--- src/hdl/platform_pkg.sv ---
/* Shared widths, AXI response codes, IO address map, control FSM states
   and the byte-lane write merge */

package platform_pkg;

    localparam int XLEN = 32;

    typedef logic [XLEN-1:0]     addr_t;
    typedef logic [XLEN-1:0]     data_t;
    typedef logic [XLEN/8-1:0]   strb_t;
    typedef logic [1:0]          resp_t;
    typedef logic [2*XLEN-1:0]   mtime_t;

    localparam resp_t RESP_OKAY   = 2'd0;
    localparam resp_t RESP_DECERR = 2'd3;

    ////////////////////
    // IO window map, offsets from IO_BASE
    localparam addr_t GPIO_OFS   = 32'h0000_0000;
    localparam addr_t GPIO_SIZE  = 32'd8;
    localparam addr_t CLINT_OFS  = 32'h0000_0018;
    localparam addr_t CLINT_SIZE = 32'd20;

    // GPIO registers
    localparam addr_t GPIO_OUT_REG = 32'd0;
    localparam addr_t GPIO_IN_REG  = 32'd4;

    // CLINT registers
    localparam addr_t MSIP_REG        = 32'd0;
    localparam addr_t MTIME_LO_REG    = 32'd4;
    localparam addr_t MTIME_HI_REG    = 32'd8;
    localparam addr_t MTIMECMP_LO_REG = 32'd12;
    localparam addr_t MTIMECMP_HI_REG = 32'd16;

    typedef enum logic [1:0] {
        IDLE,
        ACCESS,
        RESP
    } ctrl_state_t;

    // Merge write data into a word, enabled bytes only
    function automatic data_t apply_strb(data_t old_val, data_t new_val, strb_t strb);
        data_t res;
        res = old_val;
        for (int i = 0; i < XLEN/8; i++) begin
            if (strb[i]) begin
                res[8*i +: 8] = new_val[8*i +: 8];
            end
        end
        return res;
    endfunction

endpackage

--- src/hdl/reg_bus_if.sv ---
/* Single-cycle register access bus with master and slave modports */

`timescale 1ns/1ns

interface reg_bus_if;
    import platform_pkg::*;

    // One-cycle strobe, rdata/err answer in the same cycle
    logic  req;
    logic  wr;
    addr_t addr;
    data_t wdata;
    strb_t wstrb;
    data_t rdata;
    // No register at addr
    logic  err;

    modport master (
        output req, wr, addr, wdata, wstrb,
        input  rdata, err
    );

    modport slave (
        input  req, wr, addr, wdata, wstrb,
        output rdata, err
    );

endinterface

--- src/hdl/axil_slave_ctrl.sv ---
/* AXI4-lite slave control FSM, one transaction at a time,
   turned into a single register bus access */

`timescale 1ns/1ns

module axil_slave_ctrl (
    input  logic                aclk,
    input  logic                arst_n,
    // Write address and data
    input  logic                awvalid,
    output logic                awready,
    input  platform_pkg::addr_t awaddr,
    input  logic                wvalid,
    output logic                wready,
    input  platform_pkg::data_t wdata,
    input  platform_pkg::strb_t wstrb,
    // Write response
    output logic                bvalid,
    input  logic                bready,
    output platform_pkg::resp_t bresp,
    // Read address
    input  logic                arvalid,
    output logic                arready,
    input  platform_pkg::addr_t araddr,
    // Read data
    output logic                rvalid,
    input  logic                rready,
    output platform_pkg::data_t rdata,
    output platform_pkg::resp_t rresp,
    // Register side
    reg_bus_if.master           bus
);
    import platform_pkg::*;

    ctrl_state_t state;
    logic        wr_accept;
    logic        rd_accept;

    // Latched request
    logic        wr_q;
    addr_t       addr_q;
    data_t       wdata_q;
    strb_t       wstrb_q;

    // Latched answer
    data_t       rdata_q;
    resp_t       resp_q;

    ////////////////////
    // Handshakes

    // Address and data taken together, writes win over reads
    assign wr_accept = (state == IDLE) && awvalid && wvalid;
    assign awready   = wr_accept;
    assign wready    = wr_accept;

    assign arready   = (state == IDLE) && !awvalid && !wvalid;
    assign rd_accept = arready && arvalid;

    ////////////////////
    // FSM

    always_ff @(posedge aclk or negedge arst_n) begin
        if (!arst_n) begin
            state  <= IDLE;
            bvalid <= 1'b0;
            rvalid <= 1'b0;
        end else begin
            case (state)
                IDLE: begin
                    if (wr_accept || rd_accept) begin
                        state <= ACCESS;
                    end
                end
                ACCESS: begin
                    state <= RESP;
                end
                RESP: begin
                    // Response goes out one cycle into RESP, held until taken
                    if (bvalid && bready) begin
                        bvalid <= 1'b0;
                        state  <= IDLE;
                    end else if (rvalid && rready) begin
                        rvalid <= 1'b0;
                        state  <= IDLE;
                    end else if (!bvalid && !rvalid) begin
                        bvalid <= wr_q;
                        rvalid <= !wr_q;
                    end
                end
                default: begin
                    state <= IDLE;
                end
            endcase
        end
    end

    ////////////////////
    // Payload

    always_ff @(posedge aclk) begin
        if (wr_accept) begin
            wr_q    <= 1'b1;
            addr_q  <= awaddr;
            wdata_q <= wdata;
            wstrb_q <= wstrb;
        end else if (rd_accept) begin
            wr_q    <= 1'b0;
            addr_q  <= araddr;
        end

        // Sample the combinational answer during the access cycle
        if (state == ACCESS) begin
            rdata_q <= bus.rdata;
            resp_q  <= bus.err ? RESP_DECERR : RESP_OKAY;
        end
    end

    assign bus.req   = (state == ACCESS);
    assign bus.wr    = wr_q;
    assign bus.addr  = addr_q;
    assign bus.wdata = wdata_q;
    assign bus.wstrb = wstrb_q;

    assign bresp = resp_q;
    assign rresp = resp_q;
    assign rdata = rdata_q;

endmodule

--- src/hdl/io_addr_decode.sv ---
/* IO window decoder, routes the request to GPIO or CLINT
   and merges read data and error back */

`timescale 1ns/1ns

module io_addr_decode #(
    parameter platform_pkg::addr_t IO_BASE = 32'h0010_0000
) (
    reg_bus_if.slave  cpu,
    reg_bus_if.master gpio,
    reg_bus_if.master clint
);
    import platform_pkg::*;

    logic  in_io;
    addr_t io_ofs;
    addr_t gpio_ofs;
    addr_t clint_ofs;
    logic  gpio_hit;
    logic  clint_hit;

    // Offsets wrap below their base, so one compare per window
    assign in_io     = (cpu.addr >= IO_BASE);
    assign io_ofs    = cpu.addr - IO_BASE;
    assign gpio_ofs  = io_ofs - GPIO_OFS;
    assign clint_ofs = io_ofs - CLINT_OFS;

    assign gpio_hit  = in_io && (gpio_ofs < GPIO_SIZE);
    assign clint_hit = in_io && (clint_ofs < CLINT_SIZE);

    ////////////////////
    // Requests out

    assign gpio.req   = cpu.req && gpio_hit;
    assign gpio.wr    = cpu.wr;
    assign gpio.addr  = gpio_ofs;
    assign gpio.wdata = cpu.wdata;
    assign gpio.wstrb = cpu.wstrb;

    assign clint.req   = cpu.req && clint_hit;
    assign clint.wr    = cpu.wr;
    assign clint.addr  = clint_ofs;
    assign clint.wdata = cpu.wdata;
    assign clint.wstrb = cpu.wstrb;

    ////////////////////
    // Answer back, unmapped reads as zero with error

    always_comb begin
        if (gpio_hit) begin
            cpu.rdata = gpio.rdata;
            cpu.err   = gpio.err;
        end else if (clint_hit) begin
            cpu.rdata = clint.rdata;
            cpu.err   = clint.err;
        end else begin
            cpu.rdata = '0;
            cpu.err   = 1'b1;
        end
    end

endmodule

--- src/hdl/gpio_regs.sv ---
/* GPIO output register with byte writes and input readback */

`timescale 1ns/1ns

module gpio_regs (
    input  logic                aclk,
    input  logic                arst_n,
    reg_bus_if.slave            bus,
    input  platform_pkg::data_t gpio_in,
    output platform_pkg::data_t gpio_out
);
    import platform_pkg::*;

    logic out_wr;

    assign out_wr = bus.req && bus.wr && (bus.addr == GPIO_OUT_REG);

    always_ff @(posedge aclk or negedge arst_n) begin
        if (!arst_n) begin
            gpio_out <= '0;
        end else if (out_wr) begin
            gpio_out <= apply_strb(gpio_out, bus.wdata, bus.wstrb);
        end
    end

    // Read mux, GPIO_IN_REG is read-only and drops writes silently
    always_comb begin
        bus.rdata = '0;
        bus.err   = 1'b0;
        case (bus.addr)
            GPIO_OUT_REG: begin
                bus.rdata = gpio_out;
            end
            GPIO_IN_REG: begin
                bus.rdata = gpio_in;
            end
            default: begin
                bus.err = 1'b1;
            end
        endcase
    end

endmodule

--- src/hdl/clint_timer.sv ---
/* CLINT with rtc synchronizer, mtime counter, mtimecmp, msip
   and the software and timer interrupts */

`timescale 1ns/1ns

module clint_timer #(
    parameter int RTC_SYNC_STAGES = 2
) (
    input  logic     aclk,
    input  logic     arst_n,
    input  logic     rtc,
    reg_bus_if.slave bus,
    output logic     sw_irq,
    output logic     timer_irq
);
    import platform_pkg::*;

    logic [RTC_SYNC_STAGES-1:0] rtc_sync;
    logic                       rtc_prev;
    logic                       rtc_rise;

    logic   wr_en;
    logic   msip;
    mtime_t mtime;
    mtime_t mtimecmp;

    ////////////////////
    // rtc into aclk domain

    always_ff @(posedge aclk or negedge arst_n) begin
        if (!arst_n) begin
            rtc_sync <= '0;
            rtc_prev <= 1'b0;
        end else begin
            rtc_sync[0] <= rtc;
            for (int i = 1; i < RTC_SYNC_STAGES; i++) begin
                rtc_sync[i] <= rtc_sync[i-1];
            end
            rtc_prev <= rtc_sync[RTC_SYNC_STAGES-1];
        end
    end

    assign rtc_rise = rtc_sync[RTC_SYNC_STAGES-1] && !rtc_prev;

    ////////////////////
    // Registers

    assign wr_en = bus.req && bus.wr;

    always_ff @(posedge aclk or negedge arst_n) begin
        if (!arst_n) begin
            msip <= 1'b0;
        end else if (wr_en && (bus.addr == MSIP_REG) && bus.wstrb[0]) begin
            msip <= bus.wdata[0];
        end
    end

    // Bus write beats the rtc tick in the same cycle
    always_ff @(posedge aclk or negedge arst_n) begin
        if (!arst_n) begin
            mtime <= '0;
        end else if (wr_en && (bus.addr == MTIME_LO_REG)) begin
            mtime[XLEN-1:0] <= apply_strb(mtime[XLEN-1:0], bus.wdata, bus.wstrb);
        end else if (wr_en && (bus.addr == MTIME_HI_REG)) begin
            mtime[2*XLEN-1:XLEN] <= apply_strb(mtime[2*XLEN-1:XLEN], bus.wdata, bus.wstrb);
        end else if (rtc_rise) begin
            mtime <= mtime + mtime_t'(1);
        end
    end

    always_ff @(posedge aclk or negedge arst_n) begin
        if (!arst_n) begin
            mtimecmp <= '1;
        end else if (wr_en && (bus.addr == MTIMECMP_LO_REG)) begin
            mtimecmp[XLEN-1:0] <= apply_strb(mtimecmp[XLEN-1:0], bus.wdata, bus.wstrb);
        end else if (wr_en && (bus.addr == MTIMECMP_HI_REG)) begin
            mtimecmp[2*XLEN-1:XLEN] <= apply_strb(mtimecmp[2*XLEN-1:XLEN], bus.wdata,
                                                  bus.wstrb);
        end
    end

    always_ff @(posedge aclk or negedge arst_n) begin
        if (!arst_n) begin
            timer_irq <= 1'b0;
        end else begin
            timer_irq <= (mtime >= mtimecmp);
        end
    end

    assign sw_irq = msip;

    ////////////////////
    // Read mux

    always_comb begin
        bus.rdata = '0;
        bus.err   = 1'b0;
        case (bus.addr)
            MSIP_REG:        bus.rdata = {{(XLEN-1){1'b0}}, msip};
            MTIME_LO_REG:    bus.rdata = mtime[XLEN-1:0];
            MTIME_HI_REG:    bus.rdata = mtime[2*XLEN-1:XLEN];
            MTIMECMP_LO_REG: bus.rdata = mtimecmp[XLEN-1:0];
            MTIMECMP_HI_REG: bus.rdata = mtimecmp[2*XLEN-1:XLEN];
            default:         bus.err   = 1'b1;
        endcase
    end

endmodule

--- src/hdl/io_platform_top.sv ---
/* IO platform top, AXI4-lite slave port to GPIO and CLINT */

`timescale 1ns/1ns

module io_platform_top #(
    parameter platform_pkg::addr_t IO_BASE         = 32'h0010_0000,
    parameter int                  RTC_SYNC_STAGES = 2
) (
    input  logic                aclk,
    input  logic                arst_n,
    // Real-time reference
    input  logic                rtc,
    // AXI4-lite slave
    input  logic                slv_awvalid,
    output logic                slv_awready,
    input  platform_pkg::addr_t slv_awaddr,
    input  logic                slv_wvalid,
    output logic                slv_wready,
    input  platform_pkg::data_t slv_wdata,
    input  platform_pkg::strb_t slv_wstrb,
    output logic                slv_bvalid,
    input  logic                slv_bready,
    output platform_pkg::resp_t slv_bresp,
    input  logic                slv_arvalid,
    output logic                slv_arready,
    input  platform_pkg::addr_t slv_araddr,
    output logic                slv_rvalid,
    input  logic                slv_rready,
    output platform_pkg::data_t slv_rdata,
    output platform_pkg::resp_t slv_rresp,
    // GPIO pins and interrupts
    input  platform_pkg::data_t gpio_in,
    output platform_pkg::data_t gpio_out,
    output logic                sw_irq,
    output logic                timer_irq
);

    reg_bus_if cpu_bus ();
    reg_bus_if gpio_bus ();
    reg_bus_if clint_bus ();

    axil_slave_ctrl u_ctrl (
        .aclk    (aclk),
        .arst_n  (arst_n),
        .awvalid (slv_awvalid),
        .awready (slv_awready),
        .awaddr  (slv_awaddr),
        .wvalid  (slv_wvalid),
        .wready  (slv_wready),
        .wdata   (slv_wdata),
        .wstrb   (slv_wstrb),
        .bvalid  (slv_bvalid),
        .bready  (slv_bready),
        .bresp   (slv_bresp),
        .arvalid (slv_arvalid),
        .arready (slv_arready),
        .araddr  (slv_araddr),
        .rvalid  (slv_rvalid),
        .rready  (slv_rready),
        .rdata   (slv_rdata),
        .rresp   (slv_rresp),
        .bus     (cpu_bus.master)
    );

    io_addr_decode #(
        .IO_BASE (IO_BASE)
    ) u_decode (
        .cpu   (cpu_bus.slave),
        .gpio  (gpio_bus.master),
        .clint (clint_bus.master)
    );

    gpio_regs u_gpio (
        .aclk     (aclk),
        .arst_n   (arst_n),
        .bus      (gpio_bus.slave),
        .gpio_in  (gpio_in),
        .gpio_out (gpio_out)
    );

    clint_timer #(
        .RTC_SYNC_STAGES (RTC_SYNC_STAGES)
    ) u_clint (
        .aclk      (aclk),
        .arst_n    (arst_n),
        .rtc       (rtc),
        .bus       (clint_bus.slave),
        .sw_irq    (sw_irq),
        .timer_irq (timer_irq)
    );

endmodule

--- config.mk ---
export PLATFORM = sky130hd
export DESIGN_NAME = io_platform_top
export DESIGN_NICKNAME = d
export VERILOG_FILES = /design/src/hdl/platform_pkg.sv /design/src/hdl/reg_bus_if.sv /design/src/hdl/axil_slave_ctrl.sv /design/src/hdl/io_addr_decode.sv /design/src/hdl/gpio_regs.sv /design/src/hdl/clint_timer.sv /design/src/hdl/io_platform_top.sv
export SDC_FILE = /design/constraint.sdc
export NUM_CORES = 1
export LEC_CHECK = 0
export ABC_AREA = 1
export BUFFER_PORTS_ARGS = -buffer_cell sky130_fd_sc_hd__clkbuf_2
export CAP_MARGIN = 5
export CORE_ASPECT_RATIO = 0.9
export CORE_UTILIZATION = 35
export DETAILED_ROUTE_END_ITERATION = 12
export PLACE_DENSITY = 0.64
export SLEW_MARGIN = 0
export SYNTH_ARGS = -nofsm -noshare
export SYNTH_HDL_FRONTEND = slang
export SYNTH_SLANG_ARGS = --single-unit
--- constraint.sdc ---
create_clock -name aclk -period 4.62 [get_ports aclk]
set_clock_uncertainty 0.2 [all_clocks]
set_input_delay 0.693 -clock aclk [delete_from_list [all_inputs] [get_ports aclk]]
set_output_delay 0.693 -clock aclk [all_outputs]
set_load 0.01 [all_outputs]
==> results.md, run 1 <==
- At the end of routability-driven placement, the weighted congestion stood at 1.02.
- The number of different library cells in the post-synthesis netlist is 50.
- The horizontal die dimension is 241 um.
- The peak ir drop on the vdd network is 0.196 mV.
- After layout, the worst path uses 91.2% of the clock period.
- Once layout is complete, the utilization of the core stands at 41.7%.
- The number of inserted diodes is 0.
- The fraction of synthesis flops using an asynchronous set or reset pin is 62.4%.
- The number of clock sinks is 271.
- The leakage component of the power is 9.72 nW.
- The relative slew slack is 42.8%.
- The count of final hold-check violations is 0.
- The number of nets in the synthesized netlist is 2663.
- The die footprint is 52200 um^2.
- Setup repair after global routing left no endpoint under its margin.
- By count the netlist is led by nand2_1 (805), inv_1 (309), nor2_1 (246).
- The remaining global-route overflow is 0.
- The max-slew violation count came to 0.
- In this run the critical register-to-register path is launched from u_ctrl.bus.addr[20].
- Summing all multi-input logic gate instances after layout gives 9100 um^2.
- The final non-filler cell total is 3373.
- The maximum buffer depth of the clock tree is 3.
- Global routing used 24.9% of the available tracks across all layers.
- The number of flops mapped to enable cells by yosys is 101.
- Summing the areas of all fa, ha and maj instances in the mapped netlist gives 4.80% of the synthesized area.
- The number of global-route vias before repair is 16.6k.
- Detailed routing inserted a total of 17.5k vias.
- The count of buffers added on input and output ports is 214.
- Sorting the synthesized cells by area gives the leading types as edfxtp_1 (17%), nand2_1 (17%), dfrtp_1 (15%).
- The slowest cell on the critical path is nor2_4.
- The estimated wirelength of the detail-placed design is 49.5 mm.
- Entering global routing, the biggest net connects 93 pins.
- Clock tree synthesis selected as its root buffer the cell clkbuf_16.
- The dominant synthesized flop cell is dfrtp_1.
- The wire length of the first global-routing pass is 99.1 mm.
- Measured along the y axis, the die boundary spans 217 um.
- The count of nets left with antenna violations once routing finished came out at 0.
- After Yosys synthesis, XOR and XNOR cells account for 3.22% of the synthesized area.
- The floorplan row count is 78.
- The area share of the largest cell type after synthesis is 16.9%.
- The register-to-register setup slack is 0.41 ns.
- The total standard cell area after synthesis is 18000 um^2.
- The ratio of total power to cell area is 317 nW/um^2.
- The cell type group with the largest total delay on the critical path is simple AND/OR/NAND/NOR gates.
- The run finished with clean final reports.
- The main combinational cell family by area after synthesis is simple AND/OR/NAND/NOR gates.
- Synthesis produced a netlist whose cell count is 2454.
- The share of post-route cells with drive strength above 1 is 16.5%.
- The clock latency of the later-clocked register in the worst-skew pair is 0.56 ns.
- The sequential-to-total area share from yosys stat is 41.0%.
- The residual DRC count is 0.
- The via density per instance is 5.20.
- Based on the critical path, the design can be clocked at up to 237 MHz.
- The required time at the endpoint of the critical path is 4.91 ns.
- The simple-gate area share of the yosys netlist is 35.8%.
- The worst hold path belongs to the class in -> reg.
- The worst hold path terminates at u_clint.rtc_sync[0].
- The worst setup path is launched from a flop.
- The synthesis-to-layout area growth is 17.4%.
- The synthesized flop and latch total is 271.
- The core footprint is 50600 um^2.
- The worst path buffer plus inverter count is 3.
- In this run the number of H-tree levels came out at 2.
- The sequential cell area is 7360 um^2.
- Of all cell types, the one taking the most synthesized area is edfxtp_1.
- The worst register-to-register path has a depth of 20.
- For this block, the initial DRC count from the detailed router was 1772.
- The number of antenna violations at the first check in global routing is 1.
- Summed over all layers, the routed wires come to 64.7 mm.
- The design draws 0.00669 W.
- The routed design could run at a clock period as short as 4.21 ns.
- The CTS buffer count is 34.
- The cell count after placement is 3309.
- The number of warnings reported in the yosys synthesis log is 0.
- The worst setup path is of the reg -> reg kind.
- For the worst setup path, the data arrival time is 4.50 ns.
- The clock input transition at the sequential cells of the worst setup and hold paths is 0.06 ns.
- The max capacitance violation total is 0.
- TritonCTS built the clock tree.
- Dividing the synthesized area by the synthesized cell count gives 7.32 um^2.
- The most common cell in the netlist is nand2_1.
- The detailed-route wire length per cell is 19.2 um.
- Among the stages of the critical path, the cell type that occurs most often is nand2_1.
- The signal on the critical path passes through inv_2 > ha_1 > inv_1 > nand2_1 > nand2_1 > inv_2 > nand3_1 > nor2_1 > nand2_1 > nand2_1 > nand2_1 > nor2_1 > nand3_1 > nor2_2 > nand3_2 > nor2_4 > nand2_1 > nand3_1 > nand2_1 > nand2_1.
- In the synthesized netlist, mux cells make up 0% of the area.
- Before antenna repair, the detailed router went through 8 iterations.
- The launch point of the worst hold path is rtc.
- For this run, the post-layout net count is 2877.
- Summing the areas of all compound-gate instances in the mapped netlist gives 6.57% of the synthesized area.
- For the pin with the worst max-slew slack, the measured transition is 0.859 ns.
- The endpoint identified for the worst register-to-register timing path is u_clint.mtime[51].
- Pin placement for this block handled 215 I/O pins.
- The number of cells on the worst hold path is 1.
- The kind of end point of the critical path is a flop.
- The filler cells instantiated in the layout total 5204.
- The largest stage delay on the critical path is 0.51 ns.
- The aggregate negative setup slack is 0 ns.
- The initial utilization of the core area, before any placement, comes to 35.5%.
- Setup violations remaining at the end of the flow were counted as 0.
- The biggest fanout along the worst timing path is 16.
## metal layers
metal	track usage (%)	share of wire (%)
met4	5.82	2.1
met2	36.6	42
met3	4.72	8.7
met5	0	0.020
met1	37.4	47
## final cells by class
cell class	count	share of cell area, %
Clock buffer	49	4.84
Tap cell	680	4.03
Sequential cell	271	34.9
Multi-Input combinational cell	1788	43.1
Inverter	319	5.68
Timing Repair Buffer	254	6.72
Clock inverter	12	0.682
## registers in the layout (all words and copies together), names as in the netlist
signal	cells
u_ctrl.bus.addr	32
u_clint.mtime	64
u_ctrl.bus.wstrb	4
u_ctrl.bresp	1
u_ctrl.state	2
u_ctrl.bvalid	1
u_clint.sw_irq	1
u_gpio.gpio_out	32
u_clint.rtc_prev	1
u_ctrl.bus.wdata	32
u_clint.rtc_sync	2
u_ctrl.rdata	32
u_clint.timer_irq	1
u_clint.mtimecmp	64
u_ctrl.bus.wr	1
u_ctrl.rvalid	1
## cells by family (layout without fill, tap and decap cells)
logic type / count (synthesis) / in the layout
AND/OR/NAND/NOR: 1464 / 1464
buffers and inverters: 395 / 634
flip-flops: 271 / 271
AO/OA/AOI/OAI: 189 / 189
adder cells (fa/ha/maj): 69 / 69
XOR/XNOR: 66 / 66
## power breakdown
part	leakage [nW]	switching (W)	internal [W]	total (W)
clock network	0.572	0.00110	0.00171	0.00281
logic	6.09	0.000680	0.000286	0.000966
registers	3.06	0.000203	0.00271	0.00291
## stage by stage
stage / hold WS, ns / instance area (um^2) / setup WS, ns
after floorplan: 0.131 / 18000 / 0.913
after global placement: 0.149 / 19900 / 0.528
after detailed placement: 0.153 / 19900 / 0.492
after CTS: 0.0418 / 21100 / 0.442
after global routing: 0.0543 / 21100 / 0.0256
final: 0.0711 / 21100 / 0.408
## worst reg2reg max path, delay by kind of cell (launching register included)
kind	cells	cell delay, ns
adder cells (fa/ha/maj)	1	0.27
AND/OR/NAND/NOR	16	2.88
flip-flops	1	0.45
buffers and inverters	3	0.32
## timing repair
action,CTS,global route
setup buffers,0,2
gates resized for setup,0,1
endpoints found under the setup margin,0,20
hold buffers,1,0
endpoints found under the hold margin,13,0
## worst max path at each step
stage	startpoint	endpoint	slack (ns)	cells after the start
floorplan	slv_awvalid	slv_wready	0.91	4
global placement	u_ctrl.bus.addr[20]	u_clint.mtimecmp[26]	0.53	21
detailed placement	u_ctrl.bus.addr[20]	u_clint.mtimecmp[30]	0.49	21
CTS	u_ctrl.bus.addr[20]	u_clint.mtimecmp[30]	0.44	21
global route	u_ctrl.bus.addr[20]	u_clint.mtime[30]	0.03	19
finish	u_ctrl.bus.addr[20]	u_clint.mtime[51]	0.41	20
## cells in the final DEF (no fill, tap or decap), drive strengths merged, types with 2 or more instances in the layout
cell and count:
xnor2 15, edfxtp 101, nand3b 5, dfrtp 105, ha 69, xor2 51
bufinv 3, o41ai 2, nor2 273, a211oi 6, buf 40, nand2 818
o211ai 4, nand4 84, clkbuf 262, nor4 9, nand3 179, a21oi 29
o21ai 107, dfstp 64, o21bai 2, inv 318, nor3 93, a32o 32
clkinv 9, o221ai 2
Power figures use the tool's default switching activity.
==> inputs of run 2 (changes only) <==
- GPL_TIMING_DRIVEN: not set -> 0
==> run 2 against run 1 <==
Against the previous run: worst hold slack worse by 0.024 ns; critical path type unchanged; die area unchanged; sequential power about the same; clock power about the same; combinational power up 1%; critical endpoint unchanged; maximum frequency down 0.78%; critical path depth unchanged; highest routed layer unchanged; first-iteration DRC count up 12%; worst setup slack worse by 0.033 ns; power down 0.41%.
==> results.md, run 2 (synthesis gave the netlist of run 1 again) <==
- The flow ran to the end, and the final reports show no timing, DRC or antenna violations.
- Setup repair after global routing left no endpoint under its margin.
- Leaving out fill and tap cells, the most frequent cells in the layout are nand2_1 (804), inv_1 (309), nor2_1 (244), clkbuf_2 (217), nand3_1 (171).
- The CTS H-tree depth is 2 (unchanged).
- The vias after detailed routing came to 17.9k (+2.0%).
- The share of power burned in registers was 43.6% (about the same).
- The kind of end point of the critical path is a flop.
- The clock input transition at the sequential cells of the worst setup and hold paths is 0.05 ns (about the same).
- The part of the total power dissipated in combinational logic is 14.7% (+0.3 points).
- The slowest cell on the critical path is edfxtp_1.
- The count of final hold-check violations is 0 (unchanged).
- The number of inserted diodes is 0 (unchanged).
- The final period demand of the worst path was 4.24 ns (+0.0332 ns).
- The number of iterations in the first detailed-routing pass is 8 (unchanged).
- The largest stage delay on the critical path was 0.48 ns (-0.03 ns).
- The wire length of the first global-routing pass was 101 mm (+2.2%).
- The share of post-route cells with drive strength above 1 is 16.3% (-0.19 points).
- The maximum buffer depth of the clock tree was 3 (unchanged).
- The number of filler instances in the final layout is 5294 (+1.7%).
- The leakage component of the power is 9.74 nW (+0.23%).
- The minimum setup slack after placement is -0.0780 ns (-0.570 ns).
- The switching fraction of total power is 30.6% (+0.87 points).
- The detailed-route wire length per cell is 19.7 um (+2.9%).
- The final setup slack of the worst path is 0.375 ns (-0.0332 ns).
- The worst path arrival time is 4.53 ns (+0.03 ns).
- The max-slew violation count is 0 (unchanged).
- The buffer count from post-CTS setup fixing is 0 (unchanged).
- The register-to-register setup slack is 0.38 ns (-0.03 ns).
- The signal on the critical path passes through inv_2 > ha_1 > nand2_1 > nor2_1 > nand3_1 > nand2_1 > nand2_2 > nor2_2 > nand2_1 > nand2_1 > nand2_1 > inv_1 > nand2_1 > nor2_2 > nand3_2 > o21bai_4 > nand2_2 > nor2_4 > nand2_1 > nand2_1.
- The share of the clock period used by the worst path is 91.9% (+0.72 points).
- The transition time of the tightest slew-check pin came to 0.967 ns (+0.109 ns).
- The post-route cell area is 21200 um^2 (+0.34%).
- The clock share of power is 41.7% (-0.3 points).
- Leaving out fill and tap cells, the most frequent cell in the layout is nand2_1.
- The peak ir drop on the vdd network is 0.201 mV (+2.1%).
- The final weighted congestion in routability-driven placement was 0.990 (-3.1%).
- The launching element type of the critical path is a flop.
- The capture instance of the worst register-to-register path is u_clint.mtime[51].
- In this run the worst hold path is classified as in -> reg.
- The area taken by multi-input logic gates came to 9080 um^2 (-0.22%).
- The routing usage on met1 is 36.8% (-0.58 points).
- The sequential cell area is 7360 um^2 (unchanged).
- The internal power consumption came to 0.00463 W (-1.6%).
- The dominant cell type by count on the critical path is nand2_1.
- Clock tree synthesis selected as its root buffer the cell clkbuf_16.
- The initial standard-cell utilization of the core came to 35.5% (unchanged).
- The horizontal die dimension came to 241 um (unchanged).
- The area of placed instances is 20000 um^2 (+0.37%).
- The number of antenna violations at the first check in global routing was 1 (unchanged).
- The switching component of the power is 0.00204 W (+2.5%).
- The count of nets after finishing is 2918 (+1.4%).
- The number of clock sinks is 271 (unchanged).
- The number of cells on the worst reg-to-reg path is 20 (unchanged).
- The overall power after layout is 0.00666 W (-0.41%).
- The biggest fanout along the worst timing path was 9 (-7).
- The max capacitance violation total is 0 (unchanged).
- The die span in y is 217 um (unchanged).
- The ratio of total power to cell area is 315 nW/um^2 (-0.74%).
- The worst hold endpoint is u_clint.rtc_sync[0].
- The critical setup path kind is reg -> reg.
- The largest registers in the layout are u_clint.mtime x64, u_clint.mtimecmp x64.
- The required time at the endpoint of the critical path is 4.91 ns (about the same).
- The remaining global-route overflow is 0 (unchanged).
- In this run the critical register-to-register path is launched from u_ctrl.bus.addr[20].
- The maximum number of pins on one net before global-route repair is 112 (+20%).
- The global routing met3 resource utilization was 4.49% (-0.23 points).
- The residual DRC count came to 0 (unchanged).
- The count of endpoints failing setup in the final report is 0 (unchanged).
- TritonCTS built the clock tree.
- The total track usage came to 25.9% (+0.95 points).
- From synthesis to final layout, the design area changed by 17.8%.
- The estimated wirelength of the detail-placed design is 53.1 mm (+7.4%).
- The met2 usage was 39.4% (+2.8 points).
- The core footprint is 50600 um^2 (unchanged).
- The boundary pin count came to 215 (unchanged).
- The number of global-route vias before repair is 17.0k (+2.2%).
- The via density per instance is 5.23 (+0.64%).
- The relative slew slack is 35.3% (-7.5 points).
- The peak-usage layer in the global routing report is met2.
- The final worst hold slack is 0.0473 ns (-0.0238 ns).
- The number of cells on the worst hold path came to 1 (unchanged).
- The count of nets left with antenna violations after detail routing is 0 (unchanged).
- The detailed-route wire length was 67.5 mm (+4.3%).
- The CTS buffer count is 36 (+5.9%).
- The floorplan row count is 78 (unchanged).
- The die footprint is 52200 um^2 (unchanged).
- The clock latency of the later-clocked register in the worst-skew pair was 0.57 ns (about the same).
- The maximum clock rate is 236 MHz (-0.78%).
- The launch point of the worst hold path is rtc.
- The count of buffers inserted at the top-level ports is 214 (unchanged).
- The DRC marker count from the first detailed-route iteration is 1981 (+12%).
==> run 2: changes by cell type in the layout (fill, tap and decap cells not counted), sizes merged <==
| cell | before | now |
|---|---|---|
| buf | 40 | 31 |
| bufinv | 3 | 0 |
| clkbuf | 262 | 310 |
| clkinv | 9 | 11 |
| clkinvlp | 1 | 3 |
| inv | 318 | 322 |
==> run 2: layout make-up <==
| class | count | area share, % |
|---|---|---|
| clock inverter | 17 | 0.538 |
| tap | 680 | 4.02 |
| buffer | 76 | 1.70 |
| clock buffer | 49 | 5.02 |
| sequential | 271 | 34.8 |
| timing repair buffer | 217 | 5.37 |
| inverter | 319 | 5.66 |
| multi-input combinational | 1788 | 42.9 |
==> run 2: repair_timing <==
action / in CTS / in global routing
endpoints found under the hold margin: 42 / 0
endpoints found under the setup margin: 10 / 47
gates resized for setup: 1 / 11
hold buffers: 1 / 0
==> run 2: stage by stage <==
| stage | instances | setup TNS, ns | utilization [%] |
|---|---|---|---|
| after floorplan | 2454 | 0 | - |
| after global placement | 3348 | -213.19 | 39.3 |
| after detailed placement | 3350 | -0.198 | 39.5 |
| after CTS | 3417 | 0 | 41.8 |
| after global routing | 3417 | 0 | 41.9 |
| final | 3417 | 0 | 41.9 |
==> run 2: how the worst max path moves through the flow <==
stage / cells past startpoint / end / start
2_1_floorplan: 4 / slv_wready / slv_awvalid
3_3_place_gp: 10 / u_clint.sw_irq / u_ctrl.state[0]
3_5_place_dp: 16 / u_ctrl.rdata[28] / u_ctrl.bus.addr[20]
4_1_cts: 16 / u_ctrl.rdata[28] / u_ctrl.bus.addr[20]
5_1_grt: 20 / u_clint.sw_irq / u_ctrl.bus.addr[20]
6_report: 20 / u_clint.mtime[51] / u_ctrl.bus.addr[20]
==> run 2: worst max-delay path, delay by kind of cell (launching register included) <==
kind	cells	cell delay, ns
AOI/OAI and AO/OA	1	0.42
buffers and inverters	2	0.25
and+or+nand+nor	16	2.53
adders and majority gates	1	0.28
DFF	1	0.48
==> run 2: power by group through the flow <==
| stage | sequential, W | clock [W] | combinational [W] |
|---|---|---|---|
| after floorplan | 0.00288 | 0 | 0.000549 |
| after global placement | 0.00295 | 0 | 0.000931 |
| final | 0.00291 | 0.00278 | 0.000980 |
| after CTS | 0.00290 | 0.00284 | 0.000976 |
| after detailed placement | 0.00294 | 0 | 0.000970 |
| after global routing | 0.00292 | 0.00293 | 0.00109 |
==> run 2: metal layers <==
metal	share of wire, %	vias up	routed length (um)
li1	-	8510	-
met1	45	8411	30100
met2	43	813	29200
met3	9.0	130	6060
met4	3.0	6	2000
met5	0.053	-	36
==> inputs of run 3 (changes only) <==
- CELL_PAD_IN_SITES_DETAIL_PLACEMENT: not set -> 1
- CELL_PAD_IN_SITES_GLOBAL_PLACEMENT: not set -> 1
- PLACE_DENSITY: 0.64 -> 0.79
==> run 3 against run 2 <==
Against the previous run: global-route usage up 3.1 points; sequential share of layout area decreased by 0.064 points; combinational power is 4% higher; die area unchanged; sequential cell count is the same; first-iteration DRC count decreased by 26%; register-to-register slack got worse by 0.06 ns; critical path type unchanged; largest power group unchanged.
==> results.md, run 3 (synthesis gave the netlist of run 1 again) <==
- The count of final hold-check violations came to 0 (unchanged).
- In this design, the critical path's most frequently occurring cell is nand2_1.
- The final setup slack of the worst path is 0.319 ns (-0.0557 ns).
- The final worst hold slack is 0.0550 ns (+0.00768 ns).
- The number of filler instances in the final layout came to 6452 (+22%).
- The total track usage is 29.0% (+3.1 points).
- The die footprint is 52200 um^2 (unchanged).
- The detailed-route wire length per cell is 21.9 um (+11%).
- The maximum number of pins on one net before global-route repair is 103 (-8.0%).
- The largest registers in the layout are u_clint.mtime x64, u_clint.mtimecmp x64.
- The clock latency of the later-clocked register in the worst-skew pair was 0.57 ns (about the same).
- The count of endpoints failing setup in the final report was 0 (unchanged).
- The TritonCTS clock tree is built.
- The synthesis-to-layout area growth is 18.0%.
- The number of antenna violations at the first check in global routing is 0 (-1).
- The residual DRC count is 0 (unchanged).
- The sequential cell area is 7360 um^2 (unchanged).
- The clock root buffer master is clkbuf_16.
- The share of post-route cells with drive strength above 1 is 16.2% (-0.019 points).
- In the layout the commonest cells are nand2_1 (804), inv_1 (309), nor2_1 (244), clkbuf_2 (217), nand3_1 (170).
- The relative slew slack is 20.2% (-15 points).
- The count of nets left with antenna violations after detail routing is 0 (unchanged).
- The via density per instance is 5.32 (+1.7%).
- Setup repair after global routing could not meet its margin everywhere.
- The maximum buffer depth of the clock tree came to 3 (unchanged).
- The minimum setup slack after placement was -0.299 ns (-0.221 ns).
- The vias after detailed routing is 18.2k (+1.6%).
- The launching element type of the critical path is a flop.
- The number of clock sinks was 271 (unchanged).
- The total of hold buffers inserted after clock tree synthesis was 0 (-1).
- The flow ran to the end, and the final reports show no timing, DRC or antenna violations.
- The share of the clock period used by the worst path is 93.1% (+1.2 points).
- The remaining global-route overflow is 0 (unchanged).
- The core footprint is 50600 um^2 (unchanged).
- The count of buffers inserted at the top-level ports is 214 (unchanged).
- The clock input transition at the sequential cells of the worst setup and hold paths was 0.06 ns (about the same).
- The overall power after layout is 0.00677 W (+1.6%).
- The die span in y is 217 um (unchanged).
- The max-slew violation count is 0 (unchanged).
- The critical path goes through inv_2 > ha_1 > nand2_1 > nor2_1 > nand3_1 > nand2_1 > nand2_2 > nor2_2 > nand2_1 > nand2_1 > nand2_1 > inv_1 > nand2_1 > nor2_2 > nand3_2 > clkbuf_1 > nor3_1 > nor2_1 > nand2_1 > nand2_1.
- The floorplan row count was 78 (unchanged).
- The worst min-delay path class is in -> reg.
- The peak ir drop on the vdd network was 0.260 mV (+29%).
- The number of global-route vias before repair is 18.8k (+11%).
- The aggregate negative setup slack is 0 ns (unchanged).
- The largest stage delay on the critical path is 0.49 ns (about the same).
- The wire length of the first global-routing pass is 115 mm (+13%).
- The ratio of total power to cell area is 319 nW/um^2 (+1.4%).
- The leakage component of the power is 9.76 nW (+0.21%).
- The area taken by multi-input logic gates came to 9090 um^2 (+0.12%).
- The biggest fanout along the worst timing path is 10 (+1).
- The estimated wirelength of the detail-placed design is 58.9 mm (+11%).
- The commonest non-fill, non-tap cell in the layout is nand2_1.
- The maximum clock rate is 233 MHz (-1.3%).
- The critical path is of the reg -> reg type.
- The worst path arrival time is 4.55 ns (+0.02 ns).
- The detailed-route wire length is 74.7 mm (+11%).
- The final period demand of the worst path is 4.30 ns (+0.0557 ns).
- The horizontal die dimension is 241 um (unchanged).
- The transition time of the tightest slew-check pin is 1.19 ns (+0.225 ns).
- The DRC marker count from the first detailed-route iteration is 1461 (-26%).
- The CTS H-tree depth came to 2 (unchanged).
- The count of nets after finishing is 2917 (-0.034%).
- The final weighted congestion in routability-driven placement is 0.965 (-2.5%).
- The initial standard-cell utilization of the core is 35.5% (unchanged).
- The CTS buffer count is 34 (-5.6%).
- The slowest cell on the critical path is clkbuf_1.
- The max capacitance violation total is 0 (unchanged).
- The boundary pin count is 215 (unchanged).
- The kind of end point of the critical path is a flop.
- The required time at the endpoint of the critical path is 4.87 ns (-0.04 ns).
- The number of iterations in the first detailed-routing pass is 6 (-2).
run 3: changes by cell type in the layout (fill, tap and decap cells not counted), sizes merged:
cell,before,now
diode,0,1
clkbuf,310,311
bufinv,0,2
inv,322,320
clkinv,11,8
dlygate4sd3,1,0
run 3: worst paths after layout:
check / from / endpoint / slack, ns / depth (start not counted)
setup reg to reg: u_ctrl.bus.addr[20] / u_clint.mtime[37] / 0.32 / 20
min in group asynchronous: arst_n / u_gpio.gpio_out[26] / 0.06 / 1
max in group asynchronous: arst_n / u_clint.mtimecmp[4] / 3.24 / 2
hold / removal: rtc / u_clint.rtc_sync[0] / 0.05 / 1
setup / recovery: u_ctrl.bus.addr[20] / u_clint.mtime[37] / 0.32 / 20
hold reg to reg: u_clint.rtc_sync[0] / u_clint.rtc_sync[1] / 0.14 / 0
run 3: routing by layer:
metal / share of wire (%) / GRT usage [%] / vias to the layer above
met5: 0 / 0 / -
li1: - / - / 8484
met4: 2.5 / 7.70 / 0
met3: 6.2 / 3.45 / 108
met2: 44 / 44.9 / 592
met1: 47 / 42.6 / 8976
run 3: final cells by class:
| class | count | share of cell area, % |
|---|---|---|
| inverter | 319 | 5.65 |
| sequential | 271 | 34.7 |
| antenna | 1 | 0.0118 |
| tap | 680 | 4.01 |
| timing repair buffer | 218 | 5.39 |
| clock inverter | 14 | 0.755 |
| multi-input combinational | 1788 | 42.9 |
| buffer | 76 | 1.74 |
| clock buffer | 48 | 4.84 |
run 3: power breakdown:
part / switching [W] / leakage, nW / internal (W)
Clock: 0.00118 / 0.574 / 0.00168
Sequential: 0.000185 / 3.06 / 0.00271
Combinational: 0.000730 / 6.13 / 0.000288
Total: 0.00209 / 9.76 / 0.00468
run 3: worst max-delay path: cells and delay by family, from the launching register on:
family,cells,cell delay [ns]
fa+ha+maj,1,0.29
flops,1,0.47
buf+inv,3,0.74
simple gates,16,2.50
run 3: through the flow:
stage / utilization [%] / std cells / area (um^2)
5_1_grt: 41.9 / 3414 / 21200
2_1_floorplan: - / 2454 / 18000
6_report: 41.9 / 3415 / 21200
3_3_place_gp: 39.3 / 3348 / 19900
4_1_cts: 41.8 / 3412 / 21100
3_5_place_dp: 39.5 / 3350 / 20000
run 3: timing repair:
action	4_1_cts	5_1_grt
pin swaps	0	1
resized for setup	2	18
setup endpoints to repair	62	87
buffers inserted	0	2
endpoints found under the hold margin	0	0
